===== src/verilog/spi_bus_pkg.sv =====
package spi_bus_pkg;

    // Bus geometry
    localparam int addr_width = 12;
    localparam int data_width = 32;
    localparam int strb_width = data_width / 8;

    // Master to slave, about 51 bits
    typedef struct packed {
        logic [addr_width-1:0] paddr;
        logic                  psel;
        logic                  penable;
        logic                  pwrite;
        logic [data_width-1:0] pwdata;
        logic [strb_width-1:0] pstrb;
    } apb_req_t;

    // Slave to master, 34 bits
    typedef struct packed {
        logic [data_width-1:0] prdata;
        logic                  pready;
        logic                  pslverr;
    } apb_rsp_t;

endpackage

===== src/verilog/spi_pkg.sv =====
package spi_pkg;

    // Word index taken from paddr above the byte lanes
    localparam int idx_width = spi_bus_pkg::addr_width - $clog2(spi_bus_pkg::strb_width);

    localparam logic [idx_width-1:0] reg_dr  = 'd0; // Data
    localparam logic [idx_width-1:0] reg_cr  = 'd1; // Control
    localparam logic [idx_width-1:0] reg_sr  = 'd2; // Status, read only
    localparam logic [idx_width-1:0] reg_brr = 'd3; // Baud rate
    localparam logic [idx_width-1:0] reg_ier = 'd4; // Interrupt enable

    // IER bit positions
    localparam int ier_tx_empty = 0;
    localparam int ier_rx_full  = 1;

    typedef struct packed {
        logic [15:0] rsvd_31_16;
        logic [7:0]  frame_len;  // 0 or above 32 means 32
        logic        rsvd_7;
        logic        lsb_first;
        logic        cpol;
        logic        cpha;
        logic        rsvd_3;
        logic        rx_en;
        logic        tx_en;
        logic        enable;
    } spi_ctrl_t;

    typedef struct packed {
        logic [29:0] rsvd;
        logic        rx_full;
        logic        tx_empty;
    } spi_stat_t;

    // What the engine latches per frame
    typedef struct packed {
        logic        cpha;
        logic        cpol;
        logic        lsb_first;
        logic [5:0]  frame_len; // 1..32
        logic [15:0] baud_div;
    } spi_cfg_t;

    typedef enum logic [1:0] {
        idle,
        lead,
        shift,
        trail
    } engine_state_t;

endpackage


===== src/verilog/spi_periph.sv =====
module spi_periph (
    input  logic                  seq,
    input  logic                  rst_n,
    input  spi_bus_pkg::apb_req_t apb_req,
    output spi_bus_pkg::apb_rsp_t apb_rsp,
    output logic                  irq,
    output logic                  sclk,
    output logic                  mosi,
    output logic                  ss_n,
    input  logic                  miso
);

    // Transmit stream, regs to engine
    logic                               tx_valid;
    logic                               tx_ready;
    logic [spi_bus_pkg::data_width-1:0] tx_data;

    // Receive stream, engine to regs
    logic                               rx_valid;
    logic                               rx_ready;
    logic [spi_bus_pkg::data_width-1:0] rx_data;

    spi_pkg::spi_cfg_t cfg;
    logic              busy;

    spi_regs i_spi_regs (
        .seq      (seq),
        .rst_n    (rst_n),
        .apb_req  (apb_req),
        .apb_rsp  (apb_rsp),
        .irq      (irq),
        .tx_valid (tx_valid),
        .tx_ready (tx_ready),
        .tx_data  (tx_data),
        .rx_valid (rx_valid),
        .rx_ready (rx_ready),
        .rx_data  (rx_data),
        .cfg      (cfg),
        .busy     (busy)
    );

    spi_engine i_spi_engine (
        .seq      (seq),
        .rst_n    (rst_n),
        .cfg      (cfg),
        .tx_valid (tx_valid),
        .tx_ready (tx_ready),
        .tx_data  (tx_data),
        .rx_valid (rx_valid),
        .rx_ready (rx_ready),
        .rx_data  (rx_data),
        .busy     (busy),
        .sclk     (sclk),
        .mosi     (mosi),
        .ss_n     (ss_n),
        .miso     (miso)
    );

endmodule


===== src/verilog/spi_engine.sv =====
module spi_engine (
    input  logic                                seq,
    input  logic                                rst_n,
    input  spi_pkg::spi_cfg_t                   cfg,
    input  logic                                tx_valid,
    output logic                                tx_ready,
    input  logic [spi_bus_pkg::data_width-1:0]  tx_data,
    output logic                                rx_valid,
    input  logic                                rx_ready,
    output logic [spi_bus_pkg::data_width-1:0]  rx_data,
    output logic                                busy,
    output logic                                sclk,
    output logic                                mosi,
    output logic                                ss_n,
    input  logic                                miso
);

    spi_pkg::engine_state_t             state;
    spi_pkg::spi_cfg_t                  cfg_q;     // Frozen for the frame
    logic [15:0]                        cnt;
    logic                               tick;
    logic [6:0]                         half;      // Half-bit index in shift
    logic [6:0]                         last_half;
    logic                               last;
    logic [spi_bus_pkg::data_width-1:0] tx_sr;
    logic [spi_bus_pkg::data_width-1:0] rx_sr;
    logic                               sclk_q;

    assign tick      = (state != spi_pkg::idle) && (cnt == cfg_q.baud_div);
    assign last_half = {cfg_q.frame_len, 1'b0} - 7'd1;
    assign last      = (half == last_half);

    assign tx_ready = (state == spi_pkg::idle) && !rx_valid; // Hold off while rx word waits
    assign busy     = (state != spi_pkg::idle);

    // Idle level follows the live setting
    assign sclk = (state == spi_pkg::idle) ? cfg.cpol : sclk_q;
    assign mosi = cfg_q.lsb_first ? tx_sr[0] : tx_sr[spi_bus_pkg::data_width-1];

    // LSB-first bits enter from the top, so move them down
    assign rx_data = cfg_q.lsb_first ? rx_sr >> (6'd32 - cfg_q.frame_len) : rx_sr;

    always_ff @(posedge seq or negedge rst_n) begin
        if (!rst_n) begin
            state    <= spi_pkg::idle;
            cfg_q    <= '0;
            cnt      <= '0;
            half     <= '0;
            tx_sr    <= '0;
            rx_sr    <= '0;
            sclk_q   <= 1'b0;
            ss_n     <= 1'b1;
            rx_valid <= 1'b0;
        end else begin
            if (rx_valid && rx_ready) begin
                rx_valid <= 1'b0;
            end

            // Half period is baud_div+1 cycles
            if (state == spi_pkg::idle || tick) begin
                cnt <= '0;
            end else begin
                cnt <= cnt + 16'd1;
            end

            case (state)
                spi_pkg::idle: begin
                    if (tx_valid && tx_ready) begin
                        cfg_q  <= cfg;
                        sclk_q <= cfg.cpol;
                        rx_sr  <= '0;
                        half   <= '0;
                        ss_n   <= 1'b0;
                        state  <= spi_pkg::lead;
                        if (cfg.lsb_first) begin
                            tx_sr <= tx_data;
                        end else begin
                            tx_sr <= tx_data << (6'd32 - cfg.frame_len); // MSB to top
                        end
                    end
                end
                spi_pkg::lead: begin
                    if (tick) begin
                        if (cfg_q.cpha) begin
                            sclk_q <= ~sclk_q; // Shift edge of bit 0
                        end
                        state <= spi_pkg::shift;
                    end
                end
                spi_pkg::shift: begin
                    if (tick) begin
                        half <= half + 7'd1;
                        // cpha=1 has already spent one edge in lead
                        if (!cfg_q.cpha || !last) begin
                            sclk_q <= ~sclk_q;
                        end
                        if (!half[0]) begin // Mid-bit sample
                            if (cfg_q.lsb_first) begin
                                rx_sr <= {miso, rx_sr[spi_bus_pkg::data_width-1:1]};
                            end else begin
                                rx_sr <= {rx_sr[spi_bus_pkg::data_width-2:0], miso};
                            end
                        end else if (!last) begin
                            tx_sr <= cfg_q.lsb_first ? tx_sr >> 1 : tx_sr << 1;
                        end
                        if (last) begin
                            state <= spi_pkg::trail;
                        end
                    end
                end
                spi_pkg::trail: begin
                    if (tick) begin
                        ss_n     <= 1'b1;
                        rx_valid <= 1'b1;
                        state    <= spi_pkg::idle;
                    end
                end
                default: state <= spi_pkg::idle;
            endcase
        end
    end

endmodule


===== src/verilog/spi_regs.sv =====
module spi_regs (
    input  logic                                seq,
    input  logic                                rst_n,
    input  spi_bus_pkg::apb_req_t               apb_req,
    output spi_bus_pkg::apb_rsp_t               apb_rsp,
    output logic                                irq,
    output logic                                tx_valid,
    input  logic                                tx_ready,
    output logic [spi_bus_pkg::data_width-1:0]  tx_data,
    input  logic                                rx_valid,
    output logic                                rx_ready,
    input  logic [spi_bus_pkg::data_width-1:0]  rx_data,
    output spi_pkg::spi_cfg_t                   cfg,
    input  logic                                busy
);

    spi_pkg::spi_ctrl_t                 ctrl;
    spi_pkg::spi_ctrl_t                 ctrl_next;  // CR after strobe merge
    spi_pkg::spi_stat_t                 stat;
    logic [spi_bus_pkg::data_width-1:0] brr;
    logic [spi_bus_pkg::data_width-1:0] ier;
    logic [spi_bus_pkg::data_width-1:0] tx_buf;
    logic [spi_bus_pkg::data_width-1:0] rx_buf;
    logic [spi_bus_pkg::data_width-1:0] mask;
    logic [spi_pkg::idx_width-1:0]      index;
    logic                               tx_empty;
    logic                               rx_full;
    logic                               pending;
    logic                               finish;
    logic                               cfg_stall;

    // Engine view of a control word, frame length clamped to 1..32
    function automatic spi_pkg::spi_cfg_t make_cfg(spi_pkg::spi_ctrl_t c,
                                                   logic [15:0] div);
        spi_pkg::spi_cfg_t r;
        r.cpha      = c.cpha;
        r.cpol      = c.cpol;
        r.lsb_first = c.lsb_first;
        r.baud_div  = div;
        if (c.frame_len == 8'd0 || c.frame_len > 8'd32) begin
            r.frame_len = 6'd32;
        end else begin
            r.frame_len = c.frame_len[5:0];
        end
        return r;
    endfunction

    assign index   = apb_req.paddr[spi_bus_pkg::addr_width-1 -: spi_pkg::idx_width];
    assign pending = apb_req.psel && !apb_rsp.pready;                  // New access
    assign finish  = apb_req.psel && apb_req.penable && apb_rsp.pready; // Handshake done

    always_comb begin
        for (int i = 0; i < spi_bus_pkg::strb_width; i++) begin
            mask[i*8 +: 8] = apb_req.pstrb[i] ? 8'hff : 8'h00;
        end
        ctrl_next = (apb_req.pwdata & mask) | (ctrl & ~mask);

        stat          = '0;
        stat.tx_empty = tx_empty;
        stat.rx_full  = rx_full;

        cfg = make_cfg(ctrl, brr[15:0]);

        // Settings may only move while the engine sits idle
        cfg_stall = busy && (make_cfg(ctrl_next, brr[15:0]) != cfg);

        irq = ctrl.enable && (
            (tx_empty && ier[spi_pkg::ier_tx_empty] && ctrl.tx_en) ||
            (rx_full  && ier[spi_pkg::ier_rx_full]  && ctrl.rx_en));
    end

    assign tx_valid = !tx_empty;
    assign tx_data  = tx_buf;
    assign rx_ready = !rx_full;

    always_ff @(posedge seq or negedge rst_n) begin
        if (!rst_n) begin
            ctrl     <= '0;
            brr      <= '0;
            ier      <= '0;
            tx_buf   <= '0;
            rx_buf   <= '0;
            tx_empty <= 1'b1;
            rx_full  <= 1'b0;
            apb_rsp  <= '0;
        end else begin
            if (pending) begin
                case (index)
                    spi_pkg::reg_dr: begin
                        apb_rsp.pready <= 1'b1;
                        if (apb_req.pwrite) begin
                            if (ctrl.enable && ctrl.tx_en && tx_empty) begin
                                tx_buf   <= apb_req.pwdata;
                                tx_empty <= 1'b0;
                            end else begin
                                apb_rsp.pslverr <= 1'b1;
                            end
                        end else if (ctrl.enable && ctrl.rx_en && rx_full) begin
                            apb_rsp.prdata <= rx_buf;
                            rx_full        <= 1'b0;
                        end else begin
                            apb_rsp.pslverr <= 1'b1;
                        end
                    end
                    spi_pkg::reg_cr: begin
                        if (!apb_req.pwrite) begin
                            apb_rsp.prdata <= ctrl;
                            apb_rsp.pready <= 1'b1;
                        end else if (!cfg_stall) begin // else retry next cycle
                            ctrl           <= ctrl_next;
                            apb_rsp.pready <= 1'b1;
                        end
                    end
                    spi_pkg::reg_sr: begin
                        apb_rsp.pready <= 1'b1;
                        if (apb_req.pwrite) begin
                            apb_rsp.pslverr <= 1'b1;
                        end else begin
                            apb_rsp.prdata <= stat;
                        end
                    end
                    spi_pkg::reg_brr: begin
                        apb_rsp.pready <= 1'b1;
                        if (apb_req.pwrite) begin
                            brr <= (apb_req.pwdata & mask) | (brr & ~mask);
                        end else begin
                            apb_rsp.prdata <= brr;
                        end
                    end
                    spi_pkg::reg_ier: begin
                        apb_rsp.pready <= 1'b1;
                        if (apb_req.pwrite) begin
                            ier <= (apb_req.pwdata & mask) | (ier & ~mask);
                        end else begin
                            apb_rsp.prdata <= ier;
                        end
                    end
                    default: begin // Hole in the map
                        apb_rsp.pready  <= 1'b1;
                        apb_rsp.pslverr <= 1'b1;
                    end
                endcase
            end else if (finish) begin
                apb_rsp <= '0;
            end

            // Stream handshakes never collide with the APB updates above
            if (tx_valid && tx_ready) begin
                tx_empty <= 1'b1;
            end
            if (rx_valid && rx_ready) begin
                rx_buf  <= rx_data;
                rx_full <= 1'b1;
            end
        end
    end

endmodule


===== config.mk =====
export PLATFORM = sky130hd
export DESIGN_NAME = spi_periph
export DESIGN_NICKNAME = d
export VERILOG_FILES = /design/src/verilog/spi_bus_pkg.sv /design/src/verilog/spi_pkg.sv /design/src/verilog/spi_periph.sv /design/src/verilog/spi_engine.sv /design/src/verilog/spi_regs.sv
export SDC_FILE = /design/constraint.sdc
export NUM_CORES = 1
export LEC_CHECK = 0
export BUFFER_PORTS_ARGS = -buffer_cell sky130_fd_sc_hd__buf_2
export CORE_ASPECT_RATIO = 1.2
export CORE_MARGIN = 4
export CORE_UTILIZATION = 50
export DETAILED_ROUTE_END_ITERATION = 12
export PLACE_DENSITY = 0.76
export SLEW_MARGIN = 20
export SYNTH_ARGS = -nofsm -noshare
export SYNTH_HDL_FRONTEND = slang
export SYNTH_SLANG_ARGS = --single-unit

===== constraint.sdc =====
create_clock -name seq -period 10.08 [get_ports seq]
set_input_delay 1.008 -clock seq [delete_from_list [all_inputs] [get_ports seq]]
set_output_delay 1.008 -clock seq [all_outputs]
set_load 0.02 [all_outputs]

==> summary.txt <==
Final Util: 56.4%
# rows: 76
Dpl hpwl: 37.8 mm
Clk_skew: 0.0184 ns
Clock Pin Slew Worst Setup and Hold Paths: 0.06 ns
Hold buffers post-CTS: 0
Port buffer count: 89
Largest net degree at the start of global routing: 120
Grt total ovfl: 0
Number of synthesized flops with an enable pin: 0
Area grow syn2layout: 10.7%
RSZ-0062 raised after global routing: false
Num Clock Sinks: 312
Vias per cell: 6.38
HP Class: flop to flop
Post-synthesis simple-gate area fraction: 14.1%
GRT Overall Usage: 26.4%
Post-synth top cells: 310 x dfrtp_1, 261 x nand2_1, 205 x mux2_2
Root Buffer: clkbuf_16
Max-slew violation count: 0
Pwr Density: 129 nW/um2
First-pass GRT wire length: 84.0 mm
I/O pin cnt: 92
Setup ws final: 5.80 ns
Worst Path Required: 10.44 ns
Share of the synthesized area in the top cell type: 42.1%
Avg Cell Area, Syn: 10.4 um2
Adder-Cell Fraction of Synth Area: 0.543%
Slew margin rel.: 30.0%
Capturing point of the worst reg2reg path: i_spi_engine.tx_sr[13]$_DFFE_PN0P_
Worst-Margin Slew: 1.05 ns
Synthesized area: 18400 um2
Placed Cells: 2228
Final Cycle Share: 42.4%
First-pass DRT Iterations: 7
Synth warn: 0
Synth area leader: dfrtp_1
Drt initial violations: 2010
TritonCTS clock tree: done
Ys flop type: dfrtp_1
DRC errors left: 0
Final WL: 53.4 mm
Synth top area cells: dfrtp_1 42%, mux2_2 13%, mux4_2 7.2%
Outcome: finished clean
Crit path time final: 4.28 ns
Place WS: 5.48 ns
Worst-path fanout max: 35
Peak VDD IR: 125 uV
Placeable core area: 36100 um2
Mapped Cells: 1773
Final ANT Viol Nets: 0
CP endpoint kind: flop
Count leader, synth: dfrtp_1
Yosys reg bits: 312
PostCTS Resize Cnt: 0
Final nets: 1858
XOR/XNOR Fraction of Synth Area: 2.74%
Vias in the first global route: 14300
Max Cap Violations: 0
Max Root-Sink Buffers: 3
Arrival time worst endpoint: 4.63 ns
CP Launch Type: flop
Critical path type: flop to flop
Min-Delay Path Depth: 2
Asr flop ratio synth: 100%
# Post-CTS Setup Buffers: 0
Largest family of logic cells by synthesized area: multiplexers
WL/cell: 23.3 um
Die Height: 218 um
Post-synthesis compound-gate area fraction: 12.9%
Syn Nets: 1835
Seq/Total Area, Yosys: 42.4%
CTS H-tree depth: 2
Initial Utilization: 51.0%
Via count: 14600
FF-to-FF setup slack: 5.80 ns
Die X: 183 um
Finish-stage setup viols: 0
Gpl congestion: 0.932
Final non-filler cell total: 2291
WHS Endpoint: i_spi_engine.ss_n$_DFFE_PN1P_
Final Hold Fails: 0
Mux contribution to synthesized area: 24.0%
Clk_lat worst skew: 0.54 ns
RR Startpoint: i_spi_regs.ctrl[8]$_DFFE_PN0P_
Min-delay src: i_spi_engine.ss_n$_DFFE_PN1P_
LEAKAGE: 9.06 nW
Layout cell share with drive strength beyond 1: 25.8%
Setup TNS: 0 ns
Initial antenna violation count: 0
F_max: 234 MHz
Die area: 40000 um2
FF-to-FF path depth: 11
TritonCTS Buffers: 34
Cell variety after synth: 79
## critical path, stage by stage (launching register included)
cell      delay (ns)
dfrtp_1         0.59
nor4b_4         0.27
buf_4           0.35
inv_2           0.30
ha_1            0.37
buf_4           0.41
mux4_2          0.59
mux2i_1         0.39
nand2_1         0.11
o21a_1          0.19
a221oi_1        0.41
a311oi_1        0.09
## logic make-up after synthesis
group,count (synthesis)
XOR/XNOR,56
AO/OA/AOI/OAI,349
AND/OR/NAND/NOR,555
flip-flops,312
buffers and inverters,151
multiplexers,342
adder cells (fa/ha/maj),8
## cells in the final DEF (no fill, tap or decap), drive strengths merged, types with 8 or more instances in the layout
master / Yosys / layout
clkinv: 0 / 8
inv: 21 / 23
nor2b: 31 / 31
nand4: 14 / 14
dfrtp: 310 / 310
nor2: 114 / 114
mux2i: 71 / 71
a221oi: 14 / 14
nor3: 24 / 24
mux4: 59 / 59
nand2: 261 / 261
buf: 40 / 117
and3: 8 / 8
and2: 29 / 29
nand3: 39 / 39
xor2: 15 / 15
clkbuf: 90 / 48
a21oi: 56 / 56
a311oi: 13 / 13
o211ai: 9 / 9
mux2: 212 / 212
o21ai: 129 / 129
a211oi: 9 / 9
a31oi: 9 / 9
a222oi: 36 / 36
o31ai: 15 / 15
xnor2: 40 / 40
ha: 8 / 8
## area by class of cell
class | count | area (um2)
flip-flops and latches | 312 | 7820
clock buffers | 48 | 975
repair buffers | 117 | 666
well taps | 468 | 586
multi-input cells | 1310 | 10100
diodes | 1 | 2.50
clock inverters | 14 | 174
inverters | 21 | 78.8
fillers | 3074 | 15700
## stage by stage
step | area, um2 | power [mW] | hold slack, ns
after floorplan | 18400 | 1.31 | 0.449
after detailed placement | 19200 | 1.37 | 0.457
after global routing | 20400 | 2.71 | 0.477
after CTS | 20400 | 2.65 | 0.464
after global placement | 19200 | 1.36 | 0.450
final | 20400 | 2.63 | 0.466
## layer usage
metal | up-vias | share of wire [%] | GRT usage, %
li1 | 6563 | - | -
met1 | 7348 | 41 | 35.7
met2 | 594 | 49 | 43.8
met3 | 108 | 6.0 | 3.28
met4 | 0 | 4.2 | 9.69
met5 | - | 0 | 0
## how the worst max path moves through the flow
| stage | from | to |
|---|---|---|
| global route | i_spi_regs.ctrl[8]$_DFFE_PN0P_ | i_spi_engine.tx_sr[13]$_DFFE_PN0P_ |
| global placement | i_spi_engine.cfg_q[16]$_DFFE_PN0P_ | i_spi_engine.tx_sr[9]$_DFFE_PN0P_ |
| CTS | i_spi_engine.cfg_q[16]$_DFFE_PN0P_ | i_spi_engine.tx_sr[11]$_DFFE_PN0P_ |
| floorplan | i_spi_regs.ctrl[13]$_DFFE_PN0P_ | i_spi_engine.tx_sr[12]$_DFFE_PN0P_ |
| detailed placement | i_spi_engine.cfg_q[16]$_DFFE_PN0P_ | i_spi_engine.tx_sr[11]$_DFFE_PN0P_ |
| finish | i_spi_regs.ctrl[8]$_DFFE_PN0P_ | i_spi_engine.tx_sr[13]$_DFFE_PN0P_ |
## power breakdown
part	total, mW	switching (mW)	internal, mW
Clock	1.29	0.528	0.760
Sequential	1.26	0.00137	1.25
Combinational	0.0869	0.0649	0.0220
Total	2.63	0.594	2.04
Note: power is estimated with default switching activity, not from simulation.
